`src/slow_clk_gen.sv`:
```
`timescale 1ns/10ps

module slow_clk_gen
#(
    parameter clk_mhz     = 100,
    parameter slow_clk_hz = 1
)
(
    input  logic clk,
    input  logic arst_n,
    output logic slow_clk
);

    localparam int half_raw    = clk_mhz * 500000 / slow_clk_hz;
    localparam int half_period = half_raw < 1 ? 1 : half_raw;  // clk cycles per slow half period
    localparam int w_cnt       = half_period > 1 ? $clog2(half_period) : 1;

    logic [w_cnt - 1:0] cnt;

    always_ff @(posedge clk or negedge arst_n)
    begin
        if (!arst_n)
        begin
            cnt      <= '0;
            slow_clk <= 1'b0;
        end
        else if (cnt == w_cnt'(half_period - 1))
        begin
            cnt      <= '0;
            slow_clk <= ~slow_clk;  // toggle once per half period
        end
        else
            cnt <= cnt + 1'b1;
    end

endmodule

```
`config.mk`:
```
export PLATFORM = sky130hd
export DESIGN_NAME = slow_clk_gen
export DESIGN_NICKNAME = d
export VERILOG_FILES = /design/src/slow_clk_gen.sv
export SDC_FILE = /design/constraint.sdc
export NUM_CORES = 1
export LEC_CHECK = 0
export BUFFER_PORTS_ARGS = -buffer_cell sky130_fd_sc_hd__buf_2
export CORE_UTILIZATION = 65
export CTS_BUF_LIST = sky130_fd_sc_hd__clkbuf_4 sky130_fd_sc_hd__clkbuf_8 sky130_fd_sc_hd__clkbuf_16
export CTS_CLUSTER_SIZE = 14
export DETAILED_ROUTE_END_ITERATION = 10
export PLACE_DENSITY = 0.82
export SETUP_SLACK_MARGIN = 0.15
export SKIP_CTS_REPAIR_TIMING = 1
export SLEW_MARGIN = 40
export SYNTH_ARGS = -nofsm -noshare
export SYNTH_HDL_FRONTEND = slang
export SYNTH_SLANG_ARGS = --single-unit
export TNS_END_PERCENT = 30
```
`constraint.sdc`:
```
create_clock -name clk -period 3.72 [get_ports clk]
set_clock_uncertainty 0.1 [all_clocks]
set_input_delay 0.186 -clock clk [delete_from_list [all_inputs] [get_ports clk]]
set_output_delay 0.186 -clock clk [all_outputs]
set_load 0.02 [all_outputs]
```
==> impl_metrics.json <==
{
  "status": "finished, final reports clean",
  "maxCapViolCount": 0,
  "final_nets": 135,
  "antenna_cells": 0,
  "numCtsBuffers": 3,
  "r2r-end": "slow_clk",
  "ys_top_cells_by_area": "dfrtp_1 (50%), xor2_1 (7.1%), and4_1 (3.9%)",
  "cellLeakagePower_nw": 0.629,
  "clk_pin_slew_ns": 0.14,
  "root_buffer": "clkbuf_4",
  "cts_buffer_depth": 2,
  "synth_edf_count": 0,
  "vias": 991,
  "finalSetupTns_ns": 0,
  "tritoncts": "built",
  "slew_viol_final": 0,
  "rrSetupSlack_ns": 1.53,
  "yosys-top-cells-count": "dfrtp_1 (27), nand2_1 (11), xor2_1 (11), nand3_1 (9), nor2_1 (9)",
  "met2_length_um": 1110,
  "ys_seq_area_frac": 0.500,
  "vias_per_cell": 6.27,
  "ys_types": 33,
  "synth-seq-cells": 27,
  "dp_cells": 152,
  "hold_path_class": "in2async",
  "setup_viol": 0,
  "row_count": 16,
  "final_cells": 158,
  "crit_chain": "ha_1 > and4_1 > nand3_1 > nor4_4 > buf_4 > xor2_1",
  "start_util": 0.689,
  "worst_r2r_path_depth": 6,
  "antenna_found_initial": 0,
  "critical_path.endpoint_type": "register",
  "grt_max_degree": 28,
  "worstSetupStartpoint": "cnt[0]",
  "numClockSinks": 27,
  "period_share": 0.588,
  "ant_nets": 0,
  "pin_count": 3,
  "track_usage": 0.244,
  "dr.pass1.iters": 4,
  "rsz0062_at_grt": "no",
  "yosys.area.top_type": "dfrtp_1",
  "synth.avg_cell_area_um2": 10.6,
  "pre_cts_slack_ns": 1.43,
  "period_minus_slack_ns": 2.19,
  "ys_warn_count": 0,
  "wl_um": 2380,
  "drc": 0,
  "globalRouteOverflowTotal": 0,
  "clk_latency_ns": 0.32,
  "first_global_vias": 859,
  "synth_area_mm2": 0.00135,
  "crit_arrival_ns": 2.35,
  "die_y_um": 47.6,
  "path_class": "reg2reg",
  "slowest_delay_ns": 0.49,
  "synth_top_cell_area_share": 0.500,
  "synth-main-ff-cell": "dfrtp_1",
  "synth.most_common_cell": "dfrtp_1",
  "timing.final.ws_setup_ns": 1.53,
  "die_area_mm2": 0.00227,
  "htreeDepth": 1,
  "cp_slowest_cell": "nor4_4",
  "port_buffers": 2,
  "p_per_area_mw_per_mm2": 302,
  "fill_cells": 168,
  "area_growth_syn_to_layout_pct": 3.98,
  "critPathLaunchType": "register",
  "clock.fmax_mhz": 457,
  "wl_met3_um": 84,
  "routed.top_layer": "met4",
  "critPathMaxFanout": 9,
  "hold_violations": 0,
  "die_w_um": 47.6,
  "synthArstFlopShare": 1.00,
  "wire_per_inst_um": 15.0,
  "timing.slew.headroom": 0.619,
  "drive_gt1_frac": 0.0992,
  "wirelength_met1_um": 1150,
  "hpwl_um": 1650,
  "ir_drop_mv": 0.239,
  "grt_pass1_wl_um": 3770,
  "synthCells": 127,
  "tightestPinTransition_ns": 0.572,
  "required_ns": 3.88,
  "rr_startpoint": "cnt[0]",
  "place.gp.congestion": 0.783,
  "drtIter0Drc": 40,
  "core_area_mm2": 0.00196,
  "syn_nets": 130
}
## layout make-up
class	count	area, um2	area share
clock buffers	3	22.5	0.0160
clock inverters	1	5.00	0.00356
inverters	2	7.51	0.00534
multi-input cells	94	633	0.451
flip-flops and latches	27	676	0.481
well taps	27	33.8	0.0240
repair buffers	4	27.5	0.0196
## critical path, delay by kind of cell (launching register included)
family	cells	cell delay (ns)
xor gates and xnor gates	1	0.16
adders and majority gates	1	0.21
buffers and inverters	1	0.26
DFF	1	0.41
and+or+nand+nor	3	0.99
## flip-flops by register name, summed over array words and instances (netlist names)
name and cells:
cnt 26, slow_clk 1
## report_power, final
part	switching, W	total [W]	internal [W]
sequential	0	0.000294	0.000294
combinational	0.00000530	0.00000635	0.00000105
clock	0.0000843	0.000125	0.0000404
total	0.0000896	0.000425	0.000335
## metrics by stage
stage               cell area [um2]   util  power [W]  hold WS [ns]
floorplan                      1350      -   0.000299        -0.210
global placement               1360  0.693   0.000305         0.107
detailed placement             1360  0.693   0.000305         0.114
CTS                            1390  0.707   0.000426        -0.251
global route                   1410  0.716   0.000439         0.354
finish                         1410  0.716   0.000425         0.268
## worst max path at each step
stage | endpoint | slack [ns] | depth (start not counted)
final | slow_clk | 1.53 | 6
after global routing | slow_clk | 1.33 | 6
after CTS | cnt[1] | 1.41 | 5
after detailed placement | cnt[1] | 1.43 | 5
after global placement | cnt[1] | 1.51 | 5
after floorplan | cnt[23] | 1.90 | 7
## placed cells by master (no fill, tap or decap), drive strengths merged, types with 2 or more instances in the layout
master,netlist,routed
buf,3,3
o21ai,2,2
a21oi,8,8
nor2,9,9
nand3,9,9
dfrtp,27,27
nand2,11,11
inv,2,2
xor2,11,11
or4,3,3
or3,2,2
o41ai,2,2
nor4,4,4
o31ai,3,3
clkbuf,1,3
and3,3,3
xnor2,6,6
and4,6,6
nand4,6,6
## layer usage
layer	up-vias	GRT usage
met3	5	0.0377
li1	474	-
met1	490	0.355
met4	0	0.111
met2	22	0.362
met5	-	0
## cells by family (layout without fill, tap and decap cells)
| kind of cell | count (synthesis) | after routing | synth area share |
|---|---|---|---|
| compound gates | 16 | 16 | 0.0732 |
| buf+inv | 6 | 10 | 0.0315 |
| flops | 27 | 27 | 0.500 |
| xor+xnor | 17 | 17 | 0.110 |
| fa+ha+maj | 1 | 1 | 0.00926 |
| simple gates | 60 | 60 | 0.276 |
Power figures use the tool's default switching activity.
