`config.mk`:
```
export PLATFORM = sky130hd
export DESIGN_NAME = lab_top_flat
export DESIGN_NICKNAME = d
export VERILOG_FILES = /design/src/board_pkg.sv /design/src/tm_display_if.sv /design/src/lab_top.sv /design/src/flat_wrapper.sv
export SDC_FILE = /design/constraint.sdc
export NUM_CORES = 1
export LEC_CHECK = 0
export ABC_CLOCK_PERIOD_IN_PS = 2100
export BUFFER_PORTS_ARGS = -buffer_cell sky130_fd_sc_hd__buf_2
export CAP_MARGIN = 20
export CORE_ASPECT_RATIO = 1.1
export CORE_MARGIN = 2
export CORE_UTILIZATION = 53
export DETAILED_ROUTE_END_ITERATION = 16
export PLACE_DENSITY_LB_ADDON = 0.05
export SLEW_MARGIN = 20
export SYNTH_ARGS = -nofsm -noshare
export SYNTH_HDL_FRONTEND = slang
export SYNTH_SLANG_ARGS = --single-unit
export TNS_END_PERCENT = 5
```
`constraint.sdc`:
```
create_clock -name clk -period 2.1 [get_ports clk]
set_input_delay 0.42 -clock clk [delete_from_list [all_inputs] [get_ports clk]]
set_output_delay 0.42 -clock clk [all_outputs]
set_load 0.02 [all_outputs]
```
`src/board_pkg.sv`:
```
package board_pkg;

    // board side widths, also the defaults of the top level parameters
    parameter int w_key = 4;
    parameter int w_sw  = 4;
    parameter int w_led = 4;

    // the TM1638 module always has eight of each
    parameter int w_tm_key   = 8;
    parameter int w_tm_led   = 8;
    parameter int w_tm_digit = 8;

    parameter int w_mic = 12;  // PMOD MIC3 sample width

    // command bytes of the TM1638, sent LSB first
    typedef enum logic [7:0]
    {
        cmd_write_auto = 8'h40,  // data write with address auto increment
        cmd_read_keys  = 8'h42,  // key scan read
        cmd_addr_zero  = 8'hc0,  // set address to 0
        cmd_display_on = 8'h8f   // display on at full brightness
    } tm_cmd_t;

    // one step per command frame of a refresh
    typedef enum logic [2:0]
    {
        st_write_cmd,
        st_addr,
        st_data,
        st_bright,
        st_read_cmd,
        st_read_keys,
        st_gap
    } tm_state_t;

endpackage

```
`src/tm_display_if.sv`:
```
`timescale 1ns/10ps

interface tm_display_if;
    import board_pkg::*;

    logic [w_tm_digit - 1:0] hgfedcba;  // bit 7 is segment a, bit 0 the decimal point
    logic [w_tm_digit - 1:0] digit;     // one-hot digit select
    logic [w_tm_led   - 1:0] led;
    logic [w_tm_key   - 1:0] keys;

    modport lab
    (
        output hgfedcba,
        output digit,
        output led,
        input  keys
    );

    modport ctrl
    (
        input  hgfedcba,
        input  digit,
        input  led,
        output keys
    );

endinterface

```
`src/lab_top.sv`:
```
`timescale 1ns/10ps

module lab_top
#(
    parameter w_key = 4,
    parameter w_sw  = 4,
    parameter w_led = 4
)
(
    input  logic                                     clk,
    input  logic                                     arst_n,
    input  logic                                     slow_clk,
    input  logic [w_key + board_pkg::w_tm_key - 1:0] lab_key,
    input  logic [w_sw - 1:0]                        sw,
    output logic [w_led - 1:0]                       led,
    input  logic [board_pkg::w_mic - 1:0]            mic_value,
    tm_display_if.lab                                disp
);
    import board_pkg::*;

    localparam int w_lab_key = w_key + w_tm_key;

    logic [w_lab_key - 1:0] key_prev;
    logic [w_lab_key - 1:0] pressed_new;
    logic [3:0]             new_idx;
    logic [3:0]             key_idx;  // one hex digit of key index
    logic [w_mic - 1:0]     sample;
    logic [2:0]             scan;
    logic [7:0]             seg;

    function automatic logic [7:0] hex_seg(input logic [3:0] nib);
        case (nib)  // abcdefg followed by the decimal point
            4'h0:    hex_seg = 8'b1111_1100;
            4'h1:    hex_seg = 8'b0110_0000;
            4'h2:    hex_seg = 8'b1101_1010;
            4'h3:    hex_seg = 8'b1111_0010;
            4'h4:    hex_seg = 8'b0110_0110;
            4'h5:    hex_seg = 8'b1011_0110;
            4'h6:    hex_seg = 8'b1011_1110;
            4'h7:    hex_seg = 8'b1110_0000;
            4'h8:    hex_seg = 8'b1111_1110;
            4'h9:    hex_seg = 8'b1111_0110;
            4'ha:    hex_seg = 8'b1110_1110;
            4'hb:    hex_seg = 8'b0011_1110;
            4'hc:    hex_seg = 8'b1001_1100;
            4'hd:    hex_seg = 8'b0111_1010;
            4'he:    hex_seg = 8'b1001_1110;
            default: hex_seg = 8'b1000_1110;
        endcase
    endfunction

    assign pressed_new = lab_key & ~key_prev;

    // lowest key that went down this cycle
    always_comb
    begin
        new_idx = '0;
        for (int i = w_lab_key - 1; i >= 0; i--)
            if (pressed_new[i])
                new_idx = 4'(i);
    end

    always_ff @(posedge clk or negedge arst_n)
    begin
        if (!arst_n)
        begin
            key_prev <= '0;
            key_idx  <= '0;
            sample   <= '0;
            scan     <= '0;
            led      <= '0;
        end
        else
        begin
            key_prev <= lab_key;
            scan     <= scan + 3'd1;  // one digit per cycle
            led      <= w_led'(sw);
            if (|pressed_new)
            begin
                sample  <= mic_value;
                key_idx <= new_idx;
            end
        end
    end

    always_comb
    begin
        case (scan)
            3'd0:    seg = hex_seg(sample[3:0]);
            3'd1:    seg = hex_seg(sample[7:4]);
            3'd2:    seg = hex_seg(sample[11:8]);
            3'd7:    seg = hex_seg(key_idx) | {7'b0, slow_clk};  // blinking point
            default: seg = '0;
        endcase

        for (int i = 0; i < w_tm_led; i++)
            disp.led[i] = (3'(i) < sample[w_mic - 1 -: 3]);  // thermometer from LED 0
    end

    assign disp.hgfedcba = seg;
    assign disp.digit    = w_tm_digit'(1) << scan;

endmodule

```
`src/flat_wrapper.sv`:
```
// flat-port wrapper written by rule: the top's interface ports become plain ports
module lab_top_flat import board_pkg::*;
#(
    parameter w_key = 4,
    parameter w_sw  = 4,
    parameter w_led = 4
)
  (clk, arst_n, slow_clk, lab_key, sw, led, mic_value, disp_hgfedcba, disp_digit, disp_led, disp_keys);
  tm_display_if disp_i ();
  input  logic clk;
  input  logic arst_n;
  input  logic slow_clk;
  input  logic [w_key + board_pkg::w_tm_key - 1:0] lab_key;
  input  logic [w_sw - 1:0] sw;
  output logic [w_led - 1:0] led;
  input  logic [board_pkg::w_mic - 1:0] mic_value;
  output wire logic [$bits(disp_i.hgfedcba)-1:0] disp_hgfedcba;
  output wire logic [$bits(disp_i.digit)-1:0] disp_digit;
  output wire logic [$bits(disp_i.led)-1:0] disp_led;
  input wire logic [$bits(disp_i.keys)-1:0] disp_keys;
  assign disp_hgfedcba = disp_i.hgfedcba;
  assign disp_digit = disp_i.digit;
  assign disp_led = disp_i.led;
  assign disp_i.keys = disp_keys;
  lab_top #(.w_key(w_key), .w_sw(w_sw), .w_led(w_led)) u_core (.clk(clk), .arst_n(arst_n), .slow_clk(slow_clk), .lab_key(lab_key), .sw(sw), .led(led), .mic_value(mic_value), .disp(disp_i));
endmodule
```
==> results of run 1 <==
-- worst max path at each step --
stage | start | endpoint | slack [ns]
after floorplan | u_core.sample[9]$_DFFE_PN0P_ | disp_hgfedcba[4] | -0.04
after global placement | u_core.sample[4]$_DFFE_PN0P_ | disp_hgfedcba[4] | -0.15
after detailed placement | u_core.sample[4]$_DFFE_PN0P_ | disp_hgfedcba[4] | -0.17
after CTS | u_core.sample[8]$_DFFE_PN0P_ | disp_hgfedcba[4] | -0.39
after global routing | u_core.sample[1]$_DFFE_PN0P_ | disp_hgfedcba[4] | -0.46
final | u_core.sample[4]$_DFFE_PN0P_ | disp_hgfedcba[4] | -0.38
-- worst max-delay path, cell delays in order, from the launching register on --
cell	delay, ns
dfrtp_2	0.43
inv_2	0.08
ha_4	0.26
inv_1	0.03
mux4_2	0.45
o22a_1	0.26
a21oi_4	0.13
buf_6	0.13
-- stage by stage --
step                      area (sq um)   util  worst slack, ns
after floorplan                   2610      -          -0.0354
after global placement            3240  0.691           -0.146
after detailed placement          3240  0.691           -0.175
after CTS                         3390  0.724           -0.389
after global routing              3430  0.732           -0.457
final                             3430  0.732           -0.383
-- final cells by class --
type	instances	area (sq um)
Tap cell	56	70.1
Clock buffer	7	76.3
Multi-Input combinational cell	180	1630
Clock inverter	1	5.00
Sequential cell	35	877
Timing Repair Buffer	107	672
Inverter	27	101
Fill cell	363	1250
-- power by group through the flow --
| stage | clock network (uW) | registers [uW] | logic [uW] |
|---|---|---|---|
| 6_report | 477 | 743 | 549 |
| 5_1_grt | 523 | 747 | 601 |
| 4_1_cts | 493 | 742 | 540 |
| 3_5_place_dp | 0 | 755 | 519 |
| 3_3_place_gp | 0 | 753 | 509 |
| 2_1_floorplan | 0 | 752 | 313 |
-- sequential cells by signal, summed over array words and instances (netlist names) --
| register | flops |
|---|---|
| u_core.key_idx | 4 |
| u_core.key_prev | 12 |
| u_core.led | 4 |
| u_core.sample | 12 |
| u_core.scan | 3 |
-- per-layer routing --
| metal | up-vias | GRT usage |
|---|---|---|
| met3 | 11 | 0.0390 |
| met4 | 0 | 0.0736 |
| met2 | 56 | 0.384 |
| li1 | 1104 | - |
| met1 | 1056 | 0.311 |
| met5 | - | 0 |
-- logic make-up after synthesis --
kind of cell,Yosys count,synth area share
AO/OA/AOI/OAI,56,0.155
XOR/XNOR,1,0.00338
adder cells (fa/ha/maj),26,0.126
buffers and inverters,40,0.0666
flip-flops,35,0.338
multiplexers,30,0.155
other,1,0.00145
AND/OR/NAND/NOR,66,0.154
-- layout by cell type, fill, tap and decap left out, types with 3 or more instances in the layout --
master	count
ha_2	4
mux2_2	10
nand2_1	13
nand2b_1	12
inv_2	8
a21oi_1	7
ha_1	20
inv_1	19
buf_2	54
o211ai_1	3
nor2_1	6
o22a_1	5
nor3_1	4
clkbuf_8	5
a31oi_1	5
a211oi_1	4
and2_1	4
nand3_1	4
o21ai_0	5
mux2_4	8
buf_4	52
mux2i_1	8
mux4_2	4
dfrtp_1	34
nor2b_1	11
-- what timing repair did --
action,CTS,global route
endpoints found under the setup margin,7,8
resized for setup,16,8
pin swaps,4,4
setup buffers,3,1
==> metrics.yaml, run 1 <==
status:
  status: "finished, violations left"
  violations: "negative setup slack"
cts:
  numCtsBuffers: 5
  clockBufferDepth: 2
  clk_pin_slew_ns: 0.08
  clk-insertion-delay-late_ns: 0.29
  ctsHtreeMaxLevel: 2
  cts_tree: "done"
  cts_sinks: 35
  ctsHoldBuffers: 0
  cts_root_buffer: "clkbuf_8"
critical_path:
  reg2reg_slack_ns: 0.53
  path_max_fanout: 6
  reg2reg_depth: 5
  end_kind: "primary output"
  reg2reg_from: "u_core.key_prev[7]$_DFF_PN0_"
  r2r_end: "u_core.sample[7]$_DFFE_PN0P_"
  cp.arrival_ns: 2.06
  critical_path_class: "reg -> out"
  startpoint_type: "flip-flop"
  worstPathRequired_ns: 1.68
placement:
  gp_congestion: 0.844
  placed_cells: 401
  io_buffers: 57
  hpwl_um: 4620
pwr:
  intPower_uw: 1230
  total_power_uw: 1770
  p_switching_uw: 540
  p_comb_frac: 0.310
  leakage_uw: 0.00172
  power.share.clock: 0.269
  p_per_area_mw_per_mm2: 515
  peakVddDrop_mv: 0.443
  switching_share: 0.305
  seq_power_share: 0.420
synthesis:
  yosys_warnings: 0
  ys_seq_area_frac: 0.338
  synth_edf_count: 0
  synth.distinct_cells: 50
  ys.flop_type: "dfrtp_1"
  syn_area_sq_mm: 0.00259
  synth_area_leaders: "dfrtp_1 34%, ha_1 13%, mux2_4 4.6%"
  yosys.area.top_type: "dfrtp_1"
  ys_ff_latch: 35
  postSynthCellCount: 255
  synthTopCellsByCount: "35 x dfrtp_1, 26 x ha_1, 25 x inv_1"
  synth_nets: 320
  yosysTopAreaCellShare: 0.338
  synth_area_per_cell_sq_um: 10.2
  yosysMostFrequentCell: "dfrtp_1"
  async_reset_ff_frac: 1.00
sta:
  final.min_clock_period_ns: 2.48
  fin_tns_setup_ns: -2.10
  fin_hold_ws_ns: 0.200
  clock_skew_ns: 0.0117
  worst_pin_slew_ns: 0.788
  slew_viol_final: 0
  rsz0062_at_grt: "true"
  maxSlewHeadroom: 0.475
  finalSetupViolCount: 7
  hold_viol_final: 0
  fin_crit_sh: 1.18
  clock.fmax_ghz: 0.403
  fin_ws_ns: -0.383
detailed_routing:
  drcViolationCount: 0
  num_vias: 2227
  viasPerCell: 5.39
  wl_met2_um: 2930
  routed_wl_um: 5970
  route.met3.wl_um: 223
  ant_nets: 0
  dr.pass1.iters: 4
  wire_per_inst_um: 14.4
  drtIter0Drc: 71
  top_layer_used: "met4"
  met1Wirelength_um: 2700
floorplanning:
  core_sq_mm: 0.00468
  initial_core_util: 0.553
  io_pins: 67
  num_rows: 26
  die_area_sq_mm: 0.00547
  die_h_um: 77.3
  die_x_um: 70.7
layout:
  area_growth_pct: 32.4
  n_antenna_cell: 0
  layout-drive-gt1-share: 0.459
  nets: 421
  final_cell_count_no_fill: 413
global_routing:
  antenna_found_initial: 0
  grt_start_max_net_pins: 36
  grt_overflow: 0
  grt_pass1_wl_um: 10100
  grt_pass1_vias: 2226
  grt_util_all_layers: 0.232
hold_path:
  hold_path.class: "in -> async"
flow_run:
  drv_cap: 0
Note: power is estimated with default switching activity, not from simulation.
==> run 2, diff against run 1 <==
ABC_CLOCK_PERIOD_IN_PS = unset   (was 2100)
CORE_UTILIZATION = 55   (was 53)
clock period = 3.2 ns   (was 2.1 ns; I/O delays follow)
==> run 2 against run 1 <==
The flow now finishes without violations. Cell count is 12% lower. Global-route usage is 3.0 points lower. Flip-flop and latch count stayed put. Routed wire length is 15% lower. Cell area is 13% lower. Combinational power is 53% lower. Total power is 33% lower. Critical endpoint unchanged. Highest routed layer unchanged.
==> metrics.yaml, run 2 (synthesized netlist as in run 1, its figures left out) <==
global_routing:
  grt_util_all_layers: 0.202  # -0.0300
  grt_start_max_net_pins: 36  # unchanged
  grt_overflow: 0  # unchanged
  grt_pass1_wl_um: 8690  # -14%
  antenna_found_initial: 0  # unchanged
  grt_pass1_vias: 1926  # -13%
layout:
  nets: 371  # -12%
  final_cell_count_no_fill: 363  # -12%
  largestRegisters: "u_core.key_prev: 12 flops, u_core.sample: 12 flops"
  layout-drive-gt1-share: 0.306  # -0.153
  final_cell_mix: "57 x buf_2, 35 x dfrtp_1, 26 x ha_1"
  design_area_sq_mm: 0.00300  # -13%
  final_common_cell: "buf_2"
  area_growth_pct: 15.6
  n_antenna_cell: 0  # unchanged
critical_path:
  path_max_fanout: 8  # +2
  reg2reg_slack_ns: 1.44  # +0.91 ns
  end_kind: "primary output"
  startpoint_type: "flip-flop"
  cp.arrival_ns: 2.25  # +0.19 ns
  worstPathRequired_ns: 2.56  # +0.88 ns
  critical_path_class: "reg -> out"
placement:
  dpl-instance-area_sq_mm: 0.00288  # -11%
  gp_congestion: 0.843  # -0.12%
  io_buffers: 57  # unchanged
  placed_cells: 355  # -11%
  hpwl_um: 3890  # -16%
detailed_routing:
  drcViolationCount: 0  # unchanged
  routed_wl_um: 5070  # -15%
  drtIter0Drc: 69  # -2.8%
  viasPerCell: 5.58  # +3.4%
  wire_per_inst_um: 14.0  # -3.2%
  ant_nets: 0  # unchanged
  num_vias: 2024  # -9.1%
  dr.pass1.iters: 4  # unchanged
floorplanning:
  die_h_um: 76.0  # -1.7%
  die_area_sq_mm: 0.00528  # -3.4%
  core_sq_mm: 0.00459  # -2.1%
  die_x_um: 69.4  # -1.7%
  num_rows: 26  # unchanged
  initial_core_util: 0.565  # +0.0118
  io_pins: 67  # unchanged
sta:
  finalSetupViolCount: 0  # -7
  rsz0062_at_grt: "false"
  worst_pin_slew_ns: 0.764  # -0.0237 ns
  final.min_clock_period_ns: 2.89
  fin_crit_sh: 0.904
  fin_tns_setup_ns: 0  # +2.10 ns
  maxSlewHeadroom: 0.491  # +0.0158
  clock.fmax_ghz: 0.346
  clock_skew_ns: 0.00623  # -0.00548 ns
  slew_viol_final: 0  # unchanged
  hold_viol_final: 0  # unchanged
cts:
  clk-insertion-delay-late_ns: 0.29  # about the same
  cts_tree: "done"
  ctsHtreeMaxLevel: 2  # unchanged
  ctsHoldBuffers: 0  # unchanged
  cts_sinks: 35  # unchanged
  cts_root_buffer: "clkbuf_8"
  numCtsBuffers: 5  # unchanged
  clk_pin_slew_ns: 0.07  # about the same
  clockBufferDepth: 2  # unchanged
  cts_setup_buffers: 0  # -3
  cts-resized-gates: 0  # -16
flow_run:
  drv_cap: 0  # unchanged
hold_path:
  hold_path.class: "in -> async"
pwr:
  total_power_uw: 1180  # -33%
  p_per_area_mw_per_mm2: 395  # -23%
  leakage_uw: 0.00150  # -13%
  peakVddDrop_mv: 0.227  # -49%
status:
  status: "finished clean"
run 2: changes by cell type in the layout (fill, tap and decap cells not counted), moves of 2 or more:
cell,previous run,this run
ha_2,4,0
a31oi_2,2,0
clkbuf_1,2,0
buf_2,54,57
ha_4,2,0
nand2b_1,12,14
ha_1,20,26
inv_2,8,2
nand2b_2,2,0
inv_1,19,25
buf_4,52,0
a31oi_1,5,7
run 2: through the flow:
step                setup slack (ns)  hold slack, ns   util
CTS                            0.292           0.439  0.653
detailed placement             0.610           0.512  0.627
floorplan                      0.723           0.344      -
global placement               0.635           0.498  0.627
global route                   0.159           0.432  0.653
finish                         0.308           0.415  0.653
run 2: worst max-delay path, cell delays in order (launching register included):
cell     delay, ns
dfrtp_1       0.48
inv_1         0.14
ha_1          0.31
inv_1         0.04
mux4_2        0.45
o22a_1        0.20
a21oi_1       0.16
buf_2         0.19
run 2: path summary, 6_finish.rpt:
path	from	cells after the start	to
max reg2reg	u_core.key_prev[8]$_DFF_PN0_	4	u_core.sample[1]$_DFFE_PN0P_
min in group clk	sw[2]	1	u_core.led[2]$_DFF_PN0_
min	arst_n	1	u_core.led[0]$_DFF_PN0_
min reg2reg	u_core.scan[0]$_DFF_PN0_	1	u_core.scan[0]$_DFF_PN0_
max	u_core.sample[9]$_DFFE_PN0P_	7	disp_hgfedcba[4]
max in group asynchronous	arst_n	1	u_core.sample[8]$_DFFE_PN0P_
run 2: routing by layer:
layer	routed length (um)	vias up	global-route usage
met5	0	-	0
met1	2350	966	0.275
met3	238	6	0.0397
met2	2420	49	0.328
met4	63	0	0.0588
li1	-	1003	-
run 2: power breakdown:
group	switching, uW	internal (uW)	leakage, uW
sequential	38.2	467	0.000415
combinational	133	125	0.00102
clock	165	256	0.0000618
run 2: layout make-up:
| type | instances | area (sq um) |
|---|---|---|
| inverter | 27 | 101 |
| sequential | 35 | 876 |
| tap | 56 | 70.1 |
| fill | 359 | 1590 |
| multi-input combinational | 180 | 1540 |
| clock inverter | 2 | 38.8 |
| clock buffer | 6 | 82.6 |
| timing repair buffer | 57 | 285 |
