==> config.mk <==
export PLATFORM = sky130hd
export DESIGN_NAME = mic3_spi_receiver
export DESIGN_NICKNAME = d
export VERILOG_FILES = /design/src/board_pkg.sv /design/src/mic3_spi_receiver.sv
export SDC_FILE = /design/constraint.sdc
export NUM_CORES = 1
export LEC_CHECK = 0
export ABC_AREA = 1
export BUFFER_PORTS_ARGS = -buffer_cell sky130_fd_sc_hd__buf_2
export CAP_MARGIN = 25
export CORE_UTILIZATION = 64
export CTS_BUF_LIST = sky130_fd_sc_hd__clkbuf_8
export CTS_CLUSTER_DIAMETER = 100
export DETAILED_ROUTE_END_ITERATION = 10
export PLACE_DENSITY = 0.86
export RECOVER_POWER = 50
export SKIP_CTS_REPAIR_TIMING = 1
export SLEW_MARGIN = 20
export SYNTH_ARGS = -nofsm -noshare
export SYNTH_HDL_FRONTEND = slang
export SYNTH_SLANG_ARGS = --single-unit
==> constraint.sdc <==
create_clock -name clk -period 2.17 [get_ports clk]
set_input_delay 0.1085 -clock clk [delete_from_list [all_inputs] [get_ports clk]]
set_output_delay 0.1085 -clock clk [all_outputs]
set_load 0.01 [all_outputs]
==> src/board_pkg.sv <==
package board_pkg;

    // board side widths, also the defaults of the top level parameters
    parameter int w_key = 4;
    parameter int w_sw  = 4;
    parameter int w_led = 4;

    // the TM1638 module always has eight of each
    parameter int w_tm_key   = 8;
    parameter int w_tm_led   = 8;
    parameter int w_tm_digit = 8;

    parameter int w_mic = 12;  // PMOD MIC3 sample width

    // command bytes of the TM1638, sent LSB first
    typedef enum logic [7:0]
    {
        cmd_write_auto = 8'h40,  // data write with address auto increment
        cmd_read_keys  = 8'h42,  // key scan read
        cmd_addr_zero  = 8'hc0,  // set address to 0
        cmd_display_on = 8'h8f   // display on at full brightness
    } tm_cmd_t;

    // one step per command frame of a refresh
    typedef enum logic [2:0]
    {
        st_write_cmd,
        st_addr,
        st_data,
        st_bright,
        st_read_cmd,
        st_read_keys,
        st_gap
    } tm_state_t;

endpackage

==> src/mic3_spi_receiver.sv <==
`timescale 1ns/10ps

module mic3_spi_receiver
#(
    parameter clk_mhz = 100
)
(
    input  logic                          clk,
    input  logic                          arst_n,
    output logic                          cs,
    output logic                          sck,
    input  logic                          sdo,
    output logic [board_pkg::w_mic - 1:0] value
);
    import board_pkg::*;

    localparam int half_raw    = clk_mhz / 8;
    localparam int half_period = half_raw < 1 ? 1 : half_raw;  // clk cycles per sck half period
    localparam int w_div       = half_period > 1 ? $clog2(half_period) : 1;

    // steps 0..31 are the 16 sck cycles with cs low, 32..39 the idle time
    localparam logic [5:0] last_step = 6'd39;

    logic [w_div - 1:0] div_cnt;
    logic               tick;
    logic [5:0]         step;
    logic [5:0]         step_next;
    logic [w_mic - 1:0] shift;

    assign tick      = (div_cnt == w_div'(half_period - 1));
    assign step_next = (step == last_step) ? 6'd0 : step + 6'd1;

    always_ff @(posedge clk or negedge arst_n)
    begin
        if (!arst_n)
        begin
            div_cnt <= '0;
            step    <= 6'd32;  // start with an idle gap
            cs      <= 1'b1;
            sck     <= 1'b1;
            shift   <= '0;
            value   <= '0;
        end
        else if (tick)
        begin
            div_cnt <= '0;
            step    <= step_next;
            cs      <= step_next[5];
            sck     <= step_next[5] | step_next[0];  // low on even steps inside the frame

            // sck rises on this tick, sdo was set on the previous falling edge
            if (!step[5] && !step[0])
                shift <= {shift[w_mic - 2:0], sdo};  // the four leading zeros fall out the top

            if (step == 6'd31)
                value <= shift;  // cs rises together with the update
        end
        else
            div_cnt <= div_cnt + 1'b1;
    end

endmodule

==> results of run 1 <==
cell usage after synthesis:
cell type                  instances  share of area [%]
sky130_fd_sc_hd__nand2_4           1               0.73
sky130_fd_sc_hd__inv_2             1               0.24
sky130_fd_sc_hd__o21ai_0           5                1.6
sky130_fd_sc_hd__a21oi_1           1               0.33
sky130_fd_sc_hd__nand3_1           6                2.0
sky130_fd_sc_hd__o21ai_2          11                6.3
sky130_fd_sc_hd__dfstp_2           2                3.4
sky130_fd_sc_hd__nand2_1          34                8.3
sky130_fd_sc_hd__buf_6             4                2.9
sky130_fd_sc_hd__inv_1            20                4.9
sky130_fd_sc_hd__nand2_2           8                3.3
sky130_fd_sc_hd__nand3_4           2                2.3
sky130_fd_sc_hd__a31oi_1           1               0.41
sky130_fd_sc_hd__clkinv_2          1               0.33
sky130_fd_sc_hd__nor2_4            1               0.73
sky130_fd_sc_hd__xnor2_1           1               0.57
sky130_fd_sc_hd__o21ai_1          12                3.9
sky130_fd_sc_hd__xor2_1            1               0.57
sky130_fd_sc_hd__or2_2             1               0.41
sky130_fd_sc_hd__ha_1              2                1.6
sky130_fd_sc_hd__dfrtp_1          33                 54
sky130_fd_sc_hd__nor2_1            6                1.5
metal layers:
layer,up-vias,part of all wire (%),GRT usage (%)
met3,6,5.4,11.6
met2,32,49,39.5
met1,495,43,26.0
li1,523,-,-
met5,-,0,0
met4,0,2.3,14.8
critical path, cell delays in order (launching register included):
cell and delay [ns]:
sky130_fd_sc_hd__dfrtp_1 0.38, sky130_fd_sc_hd__ha_1 0.24, sky130_fd_sc_hd__nand3_4 0.16, sky130_fd_sc_hd__nor2_4 0.19, sky130_fd_sc_hd__nand2_4 0.22, sky130_fd_sc_hd__nand2_1 0.17, sky130_fd_sc_hd__o21ai_2 0.06
metrics by stage:
| step | power, mW | utilization [%] | hold slack (ns) |
|---|---|---|---|
| 2_1_floorplan | 0.671 | - | -0.187 |
| 3_3_place_gp | 0.685 | 71.9 | 0.209 |
| 3_5_place_dp | 0.685 | 71.9 | 0.216 |
| 4_1_cts | 1.19 | 76.4 | -0.101 |
| 5_1_grt | 1.22 | 76.2 | 0.0573 |
| 6_report | 1.19 | 76.2 | 0.0481 |
worst min path at each step:
stage | from | to | slack [ns] | cells after the start
after floorplan | arst_n | div_cnt[0] | -0.19 | 0
after global placement | arst_n | div_cnt[3] | 0.21 | 1
after detailed placement | arst_n | div_cnt[3] | 0.22 | 1
after CTS | arst_n | div_cnt[3] | -0.10 | 1
after global routing | sdo | shift[0] | 0.06 | 3
final | sdo | shift[0] | 0.05 | 3
kinds of logic (layout without fill, tap and decap cells):
group	after synthesis	in the layout	share of synthesized area, %
AOI/OAI and AO/OA	30	30	12.5
xor gates and xnor gates	2	2	1.14
adders and majority gates	2	2	1.63
buffers and inverters	26	47	8.39
DFF	35	35	57.2
and+or+nand+nor	59	59	19.1
where the power goes:
group          switching (mW)  internal (mW)
Clock                   0.231          0.285
Sequential            0.00107          0.654
Combinational          0.0140        0.00364
Total                   0.246          0.943
cell type report:
cell class | count | share of cell area [%]
multi-input cells | 93 | 31.1
repair buffers | 17 | 4.41
clock inverters | 1 | 0.221
well taps | 28 | 2.06
flip-flops and latches | 35 | 51.6
clock buffers | 7 | 5.66
inverters | 22 | 4.93
flip-flops by register name, indices dropped and copies added, names as in the netlist:
| signal | cells |
|---|---|
| sck | 1 |
| cs | 1 |
| div_cnt | 4 |
| step | 5 |
| shift | 12 |
| value | 12 |
==> out/metrics.sh, run 1 <==
RESULT_OF_THE_RUN='finished clean'
FINAL_WS_SETUP_NS=0.614
NNETSFINAL=179
INITIAL_CORE_UTIL_PCT=68.8
ROW_COUNT=17
CTS-HTREE-LEVELS=2
ROUTE.DETAILED.WL_PER_INST_UM=12.9
VIAS_PER_CELL=5.20
MIN_PERIOD_OVER_PERIOD_PCT=71.7
PLACEMENT.CELL_AREA_UM2=1610
DIE_H_UM=51.0
GR-USAGE-ALL-LAYERS_PCT=24.6
FINAL_WEIGHTED_CONGESTION_OF_ROUTABILITY_DRIVEN_GLOBAL_PLACEMENT=0.800
R2R_END='value[0]'
HOLD_PATH.CLASS='in -> reg'
COMMONEST_CELLS_AFTER_ROUTING_FILL_AND_TAPS_ASIDE='34 x sky130_fd_sc_hd__nand2_1, 33 x sky130_fd_sc_hd__dfrtp_1, 21 x sky130_fd_sc_hd__inv_1'
CLOCK_TREE_FROM_TRITONCTS='built'
GRT_PASS1_WL_UM=4320
FIRSTDRTPASSITERS=4
REG2REG_FROM='div_cnt[0]'
MIN_PERIOD_NS=1.56
MAX-VDD-IR-DROP_V=0.000734
CRITICAL_PATH_CLASS='reg -> reg'
DRV_CAP=0
FINALSETUPVIOLCOUNT=0
LAYOUT.FILLER_CELLS=167
PRE_CTS_WS_NS=0.632
PLACED_CELLS=194
CRITICAL_PATH.ENDPOINT_TYPE='flip-flop'
YS_SEQ_ELEMENTS=35
SYNTH.DISTINCT_CELLS=22
CLKTRANSATPATHREGS_NS=0.07
PIN_COUNT_OF_THE_BIGGEST_NET_ENTERING_GLOBAL_ROUTING=36
POST-DP-HPWL_UM=1710
SETUP_TOTAL_NEGATIVE_SLACK_NS=0
NUM_VIAS=1056
ROUTED_WIRELENGTH_UM=2610
WORSTPATHARRIVAL_NS=1.73
DRIVE_GT1_SHARE_PCT=22.3
SYNTHESIS.AREA_UM2=1540
DR.FIRST_ITER.DRC_COUNT=27
SYN_NETS=159
POST_SYNTH.CELL_AREA_AVG_UM2=9.98
LAYOUT.CELLS.MOST_COMMON='sky130_fd_sc_hd__nand2_1'
RSZ_0062_RAISED_AFTER_GLOBAL_ROUTING='false'
DESIGN.CORE.AREA_UM2=2230
MAX_SLEW.WORST_PIN.SLEW_NS=0.814
CRITICAL_PATH.MAX_FANOUT=23
TRITONCTS_NUM_SINKS=35
FMAXACHIEVABLE_MHz=643
REPORT.FINAL.HOLD_VIOL_COUNT=0
SETUP.WORST_PATH.START='div_cnt[0]'
CLOCKBUFFERDEPTH=2
ANTENNA_VIOLATIONS_BEFORE_REPAIR=0
FIRST_GLOBAL_VIAS=1032
I_O_PIN_CNT=17
FF2FF_PATH_DEPTH=6
PLACE.PORT_BUFFERS=16
WORSTSETUPSTARTPOINTTYPE='flip-flop'
MULTIINPUTGATEAREA_UM2=529
CLOCK_TREE.ROOT_CELL='sky130_fd_sc_hd__clkbuf_8'
NETLIST_INSTANCES=154
FINALINSTANCEAREA_UM2=1700
INSERTION_DELAY_OF_THE_LATER_CLOCKED_PIN_IN_THE_WORST_SKEW_PAIR_NS=0.29
DIE_W_UM=51.0
YOSYS_WARNINGS=0
ANTENNA_VIOLATING_NETS_POST_ROUTE=0
NUMBER_OF_ANTENNA_REPAIR_DIODES=0
CRIT_PATH_END='value[0]'
FLOW.AREA_GROWTH_FROM_SYNTHESIS_PCT=10.7
OVERALL_DIE_AREA_UM2=2600
CTS_BUFFERS=5
FIN_WORST_SKEW_NS=0.00399
LEAKAGE_POWER_SUMMED_OVER_ALL_CELLS_nW=0.845
DETAIL_ROUTE.DRC_VIOLATIONS=0
TIMING.REG2REG.SETUP_SLACK_NS=0.61
LAYOUT.AREA.SEQ_UM2=878
FINAL-MAX-SLEW-VIOLATION-COUNT=0
POWER.DENSITY_CELL_AREA_nW_PER_UM2=699
GRT_REMAINING_OVERFLOW=0
SYNTH.YOSYS.SEQ_AREA_SHARE_PCT=57.2
CP_DATA_REQUIRED_TIME_NS=2.34
NON_FILLER_INSTANCE_COUNT_AFTER_LAYOUT=203
MAX-SLEW-MARGIN-REL_PCT=45.7
Power figures use the tool's default switching activity.
==> inputs of run 2 (changes only) <==
- ABC_AREA: 1 -> 0
- CORE_UTILIZATION: 64 -> 59
- PLACE_DENSITY: 0.86 -> 0.8
- clock period: 2.17 -> 1.6 ns (I/O delays scaled with it)
==> run 2 against run 1 <==
Net effect:
- the run now ends with negative setup slack left
- die area grew 4.2%
- non-clock buffer count is 13 higher
- highest routed layer unchanged
- critical path depth up 1
- via count shrank 14%
- hold slack improved by 0.0031 ns
- maximum frequency fell by 9.7%
- sequential power rose by 36%
- largest cell class unchanged
- clock-buffer cell count fell by 1
==> out/metrics.sh, run 2 <==
NUM_VIAS=909
POSTSYNTH.ASYNCRESETSHARE_PCT=100
MIN_PERIOD_OVER_PERIOD_PCT=108
DRIVE_GT1_SHARE_PCT=42.2
PIN_COUNT_OF_THE_BIGGEST_NET_ENTERING_GLOBAL_ROUTING=36
DIE_W_UM=52.0
POST_SYNTH.CELL_AREA_AVG_UM2=14.9
DR.FIRST_ITER.DRC_COUNT=14
SYNTH.DISTINCT_CELLS=23
FINAL-MAX-SLEW-VIOLATION-COUNT=0
DESIGN.CORE.AREA_UM2=2280
PLACE.PORT_BUFFERS=16
FIRST_GLOBAL_VIAS=898
INITIAL_CORE_UTIL_PCT=64.9
PRE_CTS_WS_NS=-0.116
FINAL_WEIGHTED_CONGESTION_OF_ROUTABILITY_DRIVEN_GLOBAL_PLACEMENT=0.757
FMAXACHIEVABLE_MHz=580
ROUTE.DETAILED.WL_PER_INST_UM=16.8
CRITICAL-PATH-TOP-DELAY-FAMILY='buffers and inverters'
YOSYS_WARNINGS=0
SYNTH_AREA_LEADERS='sky130_fd_sc_hd__dfrtp_1 56%, sky130_fd_sc_hd__mux2_2 12%, sky130_fd_sc_hd__mux2_4 10%'
FIN_WORST_SKEW_NS=0.0100
SYNTH.YOSYS.SEQ_AREA_SHARE_PCT=59.4
FLOW.AREA_GROWTH_FROM_SYNTHESIS_PCT=26.2
WORSTSETUPSTARTPOINTTYPE='flip-flop'
HOLD_PATH.CLASS='in -> reg'
NUMBER_OF_ANTENNA_REPAIR_DIODES=0
WORSTPATHARRIVAL_NS=1.88
CLOCK_TREE.ROOT_CELL='sky130_fd_sc_hd__clkbuf_8'
VIAS_PER_CELL=5.58
FINAL_WS_SETUP_NS=-0.123
SYNTHESIS.AREA_UM2=1480
MAX-SLEW-MARGIN-REL_PCT=44.3
DRV_CAP=0
CRITICAL_PATH.MAX_FANOUT=6
CPPEAKSTAGEDELAY_NS=0.35
YOSYS.AREA.TOP_TYPE='sky130_fd_sc_hd__dfrtp_1'
LEAKAGE_POWER_SUMMED_OVER_ALL_CELLS_nW=0.883
DOMINANTREGCELLSYNTH='sky130_fd_sc_hd__dfrtp_1'
I_O_PIN_CNT=17
TRITONCTS_NUM_SINKS=35
DETAIL_ROUTE.DRC_VIOLATIONS=0
CP_COMMON_CELL='sky130_fd_sc_hd__buf_4'
CLOCKBUFFERDEPTH=2
LAYOUT.CELLS.MOST_COMMON='sky130_fd_sc_hd__dfrtp_1'
FIRSTDRTPASSITERS=4
POST-ROUTE-UTIL_PCT=81.9
SYN_NETS=104
YS_SEQ_ELEMENTS=35
GRT_PASS1_WL_UM=3950
REPORT.FINAL.HOLD_VIOL_COUNT=0
GR-USAGE-ALL-LAYERS_PCT=21.1
GRT_REMAINING_OVERFLOW=0
CRITICAL_PATH_CLASS='reg -> reg'
POWER.DENSITY_CELL_AREA_nW_PER_UM2=921
RSZ_0062_RAISED_AFTER_GLOBAL_ROUTING='true'
LAYOUT.FILLER_CELLS=121
YOSYSTOPAREACELLSHARE_PCT=55.9
NON_FILLER_INSTANCE_COUNT_AFTER_LAYOUT=163
SYNTH_MOST_COMMON_CELL='sky130_fd_sc_hd__dfrtp_1'
FINALSETUPVIOLCOUNT=21
MAX_SLEW.WORST_PIN.SLEW_NS=0.836
DIE_H_UM=52.0
ROUTED_WIRELENGTH_UM=2730
CLKTRANSATPATHREGS_NS=0.06
SYNTH_ENABLE_FLOP_CELLS=0
CTS-HTREE-LEVELS=2
SETUP_TOTAL_NEGATIVE_SLACK_NS=-1.59
PLACEMENT.CELL_AREA_UM2=1670
OVERALL_DIE_AREA_UM2=2710
PATH_CELLS='ha_2 -> buf_4 -> nand3b_1 -> nor3_2 -> buf_4 -> buf_8 -> mux2_4'
FINALINSTANCEAREA_UM2=1860
MAX-VDD-IR-DROP_V=0.00110
INSERTION_DELAY_OF_THE_LATER_CLOCKED_PIN_IN_THE_WORST_SKEW_PAIR_NS=0.28
SYNTH.CELLS.MOST_FREQUENT='33 x sky130_fd_sc_hd__dfrtp_1, 16 x sky130_fd_sc_hd__mux2_2, 10 x sky130_fd_sc_hd__mux2_4'
ANTENNA_VIOLATIONS_BEFORE_REPAIR=0
PLACED_CELLS=152
CRITICAL_PATH.ENDPOINT_TYPE='flip-flop'
FAILED_CHECKS='negative setup slack'
CTS_BUFFERS=5
CP_DATA_REQUIRED_TIME_NS=1.76
ROW_COUNT=17
NNETSFINAL=139
WORSTPATHBUFFERINVERTERCOUNT=3
RESULT_OF_THE_RUN='complete, but fails checks'
COMMONEST_CELLS_AFTER_ROUTING_FILL_AND_TAPS_ASIDE='33 x sky130_fd_sc_hd__dfrtp_1, 24 x sky130_fd_sc_hd__mux2_4, 13 x sky130_fd_sc_hd__clkbuf_1'
POST-DP-HPWL_UM=1590
CRITICAL_PATH_S_SLOWEST_CELL='sky130_fd_sc_hd__dfrtp_1'
MIN_PERIOD_NS=1.72
CLOCK_TREE_FROM_TRITONCTS='built'
LARGESTREGISTERS='shift x12, value x12, step x5'
ANTENNA_VIOLATING_NETS_POST_ROUTE=0
NETLIST_INSTANCES=99
[run 2: cell count changes after synthesis, moves of 3 or more]
cell | before | now
sky130_fd_sc_hd__nand2_1 | 34 | 7
sky130_fd_sc_hd__inv_1 | 20 | 1
sky130_fd_sc_hd__mux2_2 | 0 | 16
sky130_fd_sc_hd__o21ai_1 | 12 | 0
sky130_fd_sc_hd__o21ai_2 | 11 | 0
sky130_fd_sc_hd__mux2_4 | 0 | 10
sky130_fd_sc_hd__nand2_2 | 8 | 0
sky130_fd_sc_hd__nand3_1 | 6 | 0
sky130_fd_sc_hd__buf_6 | 4 | 1
sky130_fd_sc_hd__nand4_1 | 0 | 3
sky130_fd_sc_hd__nor2_1 | 6 | 3
[run 2: worst paths after layout]
kind | startpoint | to | slack, ns | depth (start not counted)
setup / recovery | div_cnt[1] | shift[4] | -0.12 | 7
hold / removal | sdo | shift[0] | 0.05 | 2
setup reg to reg | div_cnt[1] | shift[4] | -0.12 | 7
hold reg to reg | sck | sck | 0.51 | 1
max in group asynchronous | arst_n | shift[0] | 0.65 | 2
min in group asynchronous | arst_n | value[5] | 0.42 | 2
[run 2: area by class of cell]
type | instances | area [um^2] | area share [%]
multi-input combinational | 61 | 637 | 34.2
sequential | 35 | 878 | 47.1
tap | 28 | 35.0 | 1.88
clock inverter | 2 | 35.0 | 1.88
timing repair buffer | 30 | 193 | 10.3
clock buffer | 6 | 82.6 | 4.43
inverter | 1 | 3.75 | 0.201
[run 2: report_power, final]
part	total [mW]	internal, mW	switching (mW)
Combinational	0.0242	0.00668	0.0175
Clock	0.803	0.504	0.299
Sequential	0.890	0.887	0.00230
Total	1.72	1.40	0.319
[run 2: worst reg2reg max path, cell delays in order, from the launching register on]
cell and delay [ns]:
sky130_fd_sc_hd__dfrtp_1 0.35, sky130_fd_sc_hd__ha_2 0.18, sky130_fd_sc_hd__buf_4 0.12, sky130_fd_sc_hd__nand3b_1 0.11, sky130_fd_sc_hd__nor3_2 0.24, sky130_fd_sc_hd__buf_4 0.18
sky130_fd_sc_hd__buf_8 0.13, sky130_fd_sc_hd__mux2_4 0.31
[run 2: per-layer routing]
layer	track usage, %	part of all wire (%)	vias to the layer above
li1	-	-	416
met1	24.6	44	471
met2	35.0	52	17
met3	6.14	2.7	5
met4	10.8	1.5	0
met5	0	0	-
[run 2: kinds of logic after synthesis]
family / Yosys count / synth area share [%]
simple gates: 21 / 9.57
fa+ha+maj: 2 / 1.69
mux: 26 / 22.4
buf+inv: 3 / 1.52
xor+xnor: 4 / 2.37
compound gates: 8 / 3.05
flops: 35 / 59.4
[run 2: per-stage QoR]
step	total power, mW	hold slack [ns]
after CTS	1.73	-0.120
after global placement	0.927	0.182
after floorplan	0.908	-0.216
final	1.72	0.0512
after global routing	1.78	0.0499
after detailed placement	0.927	0.189
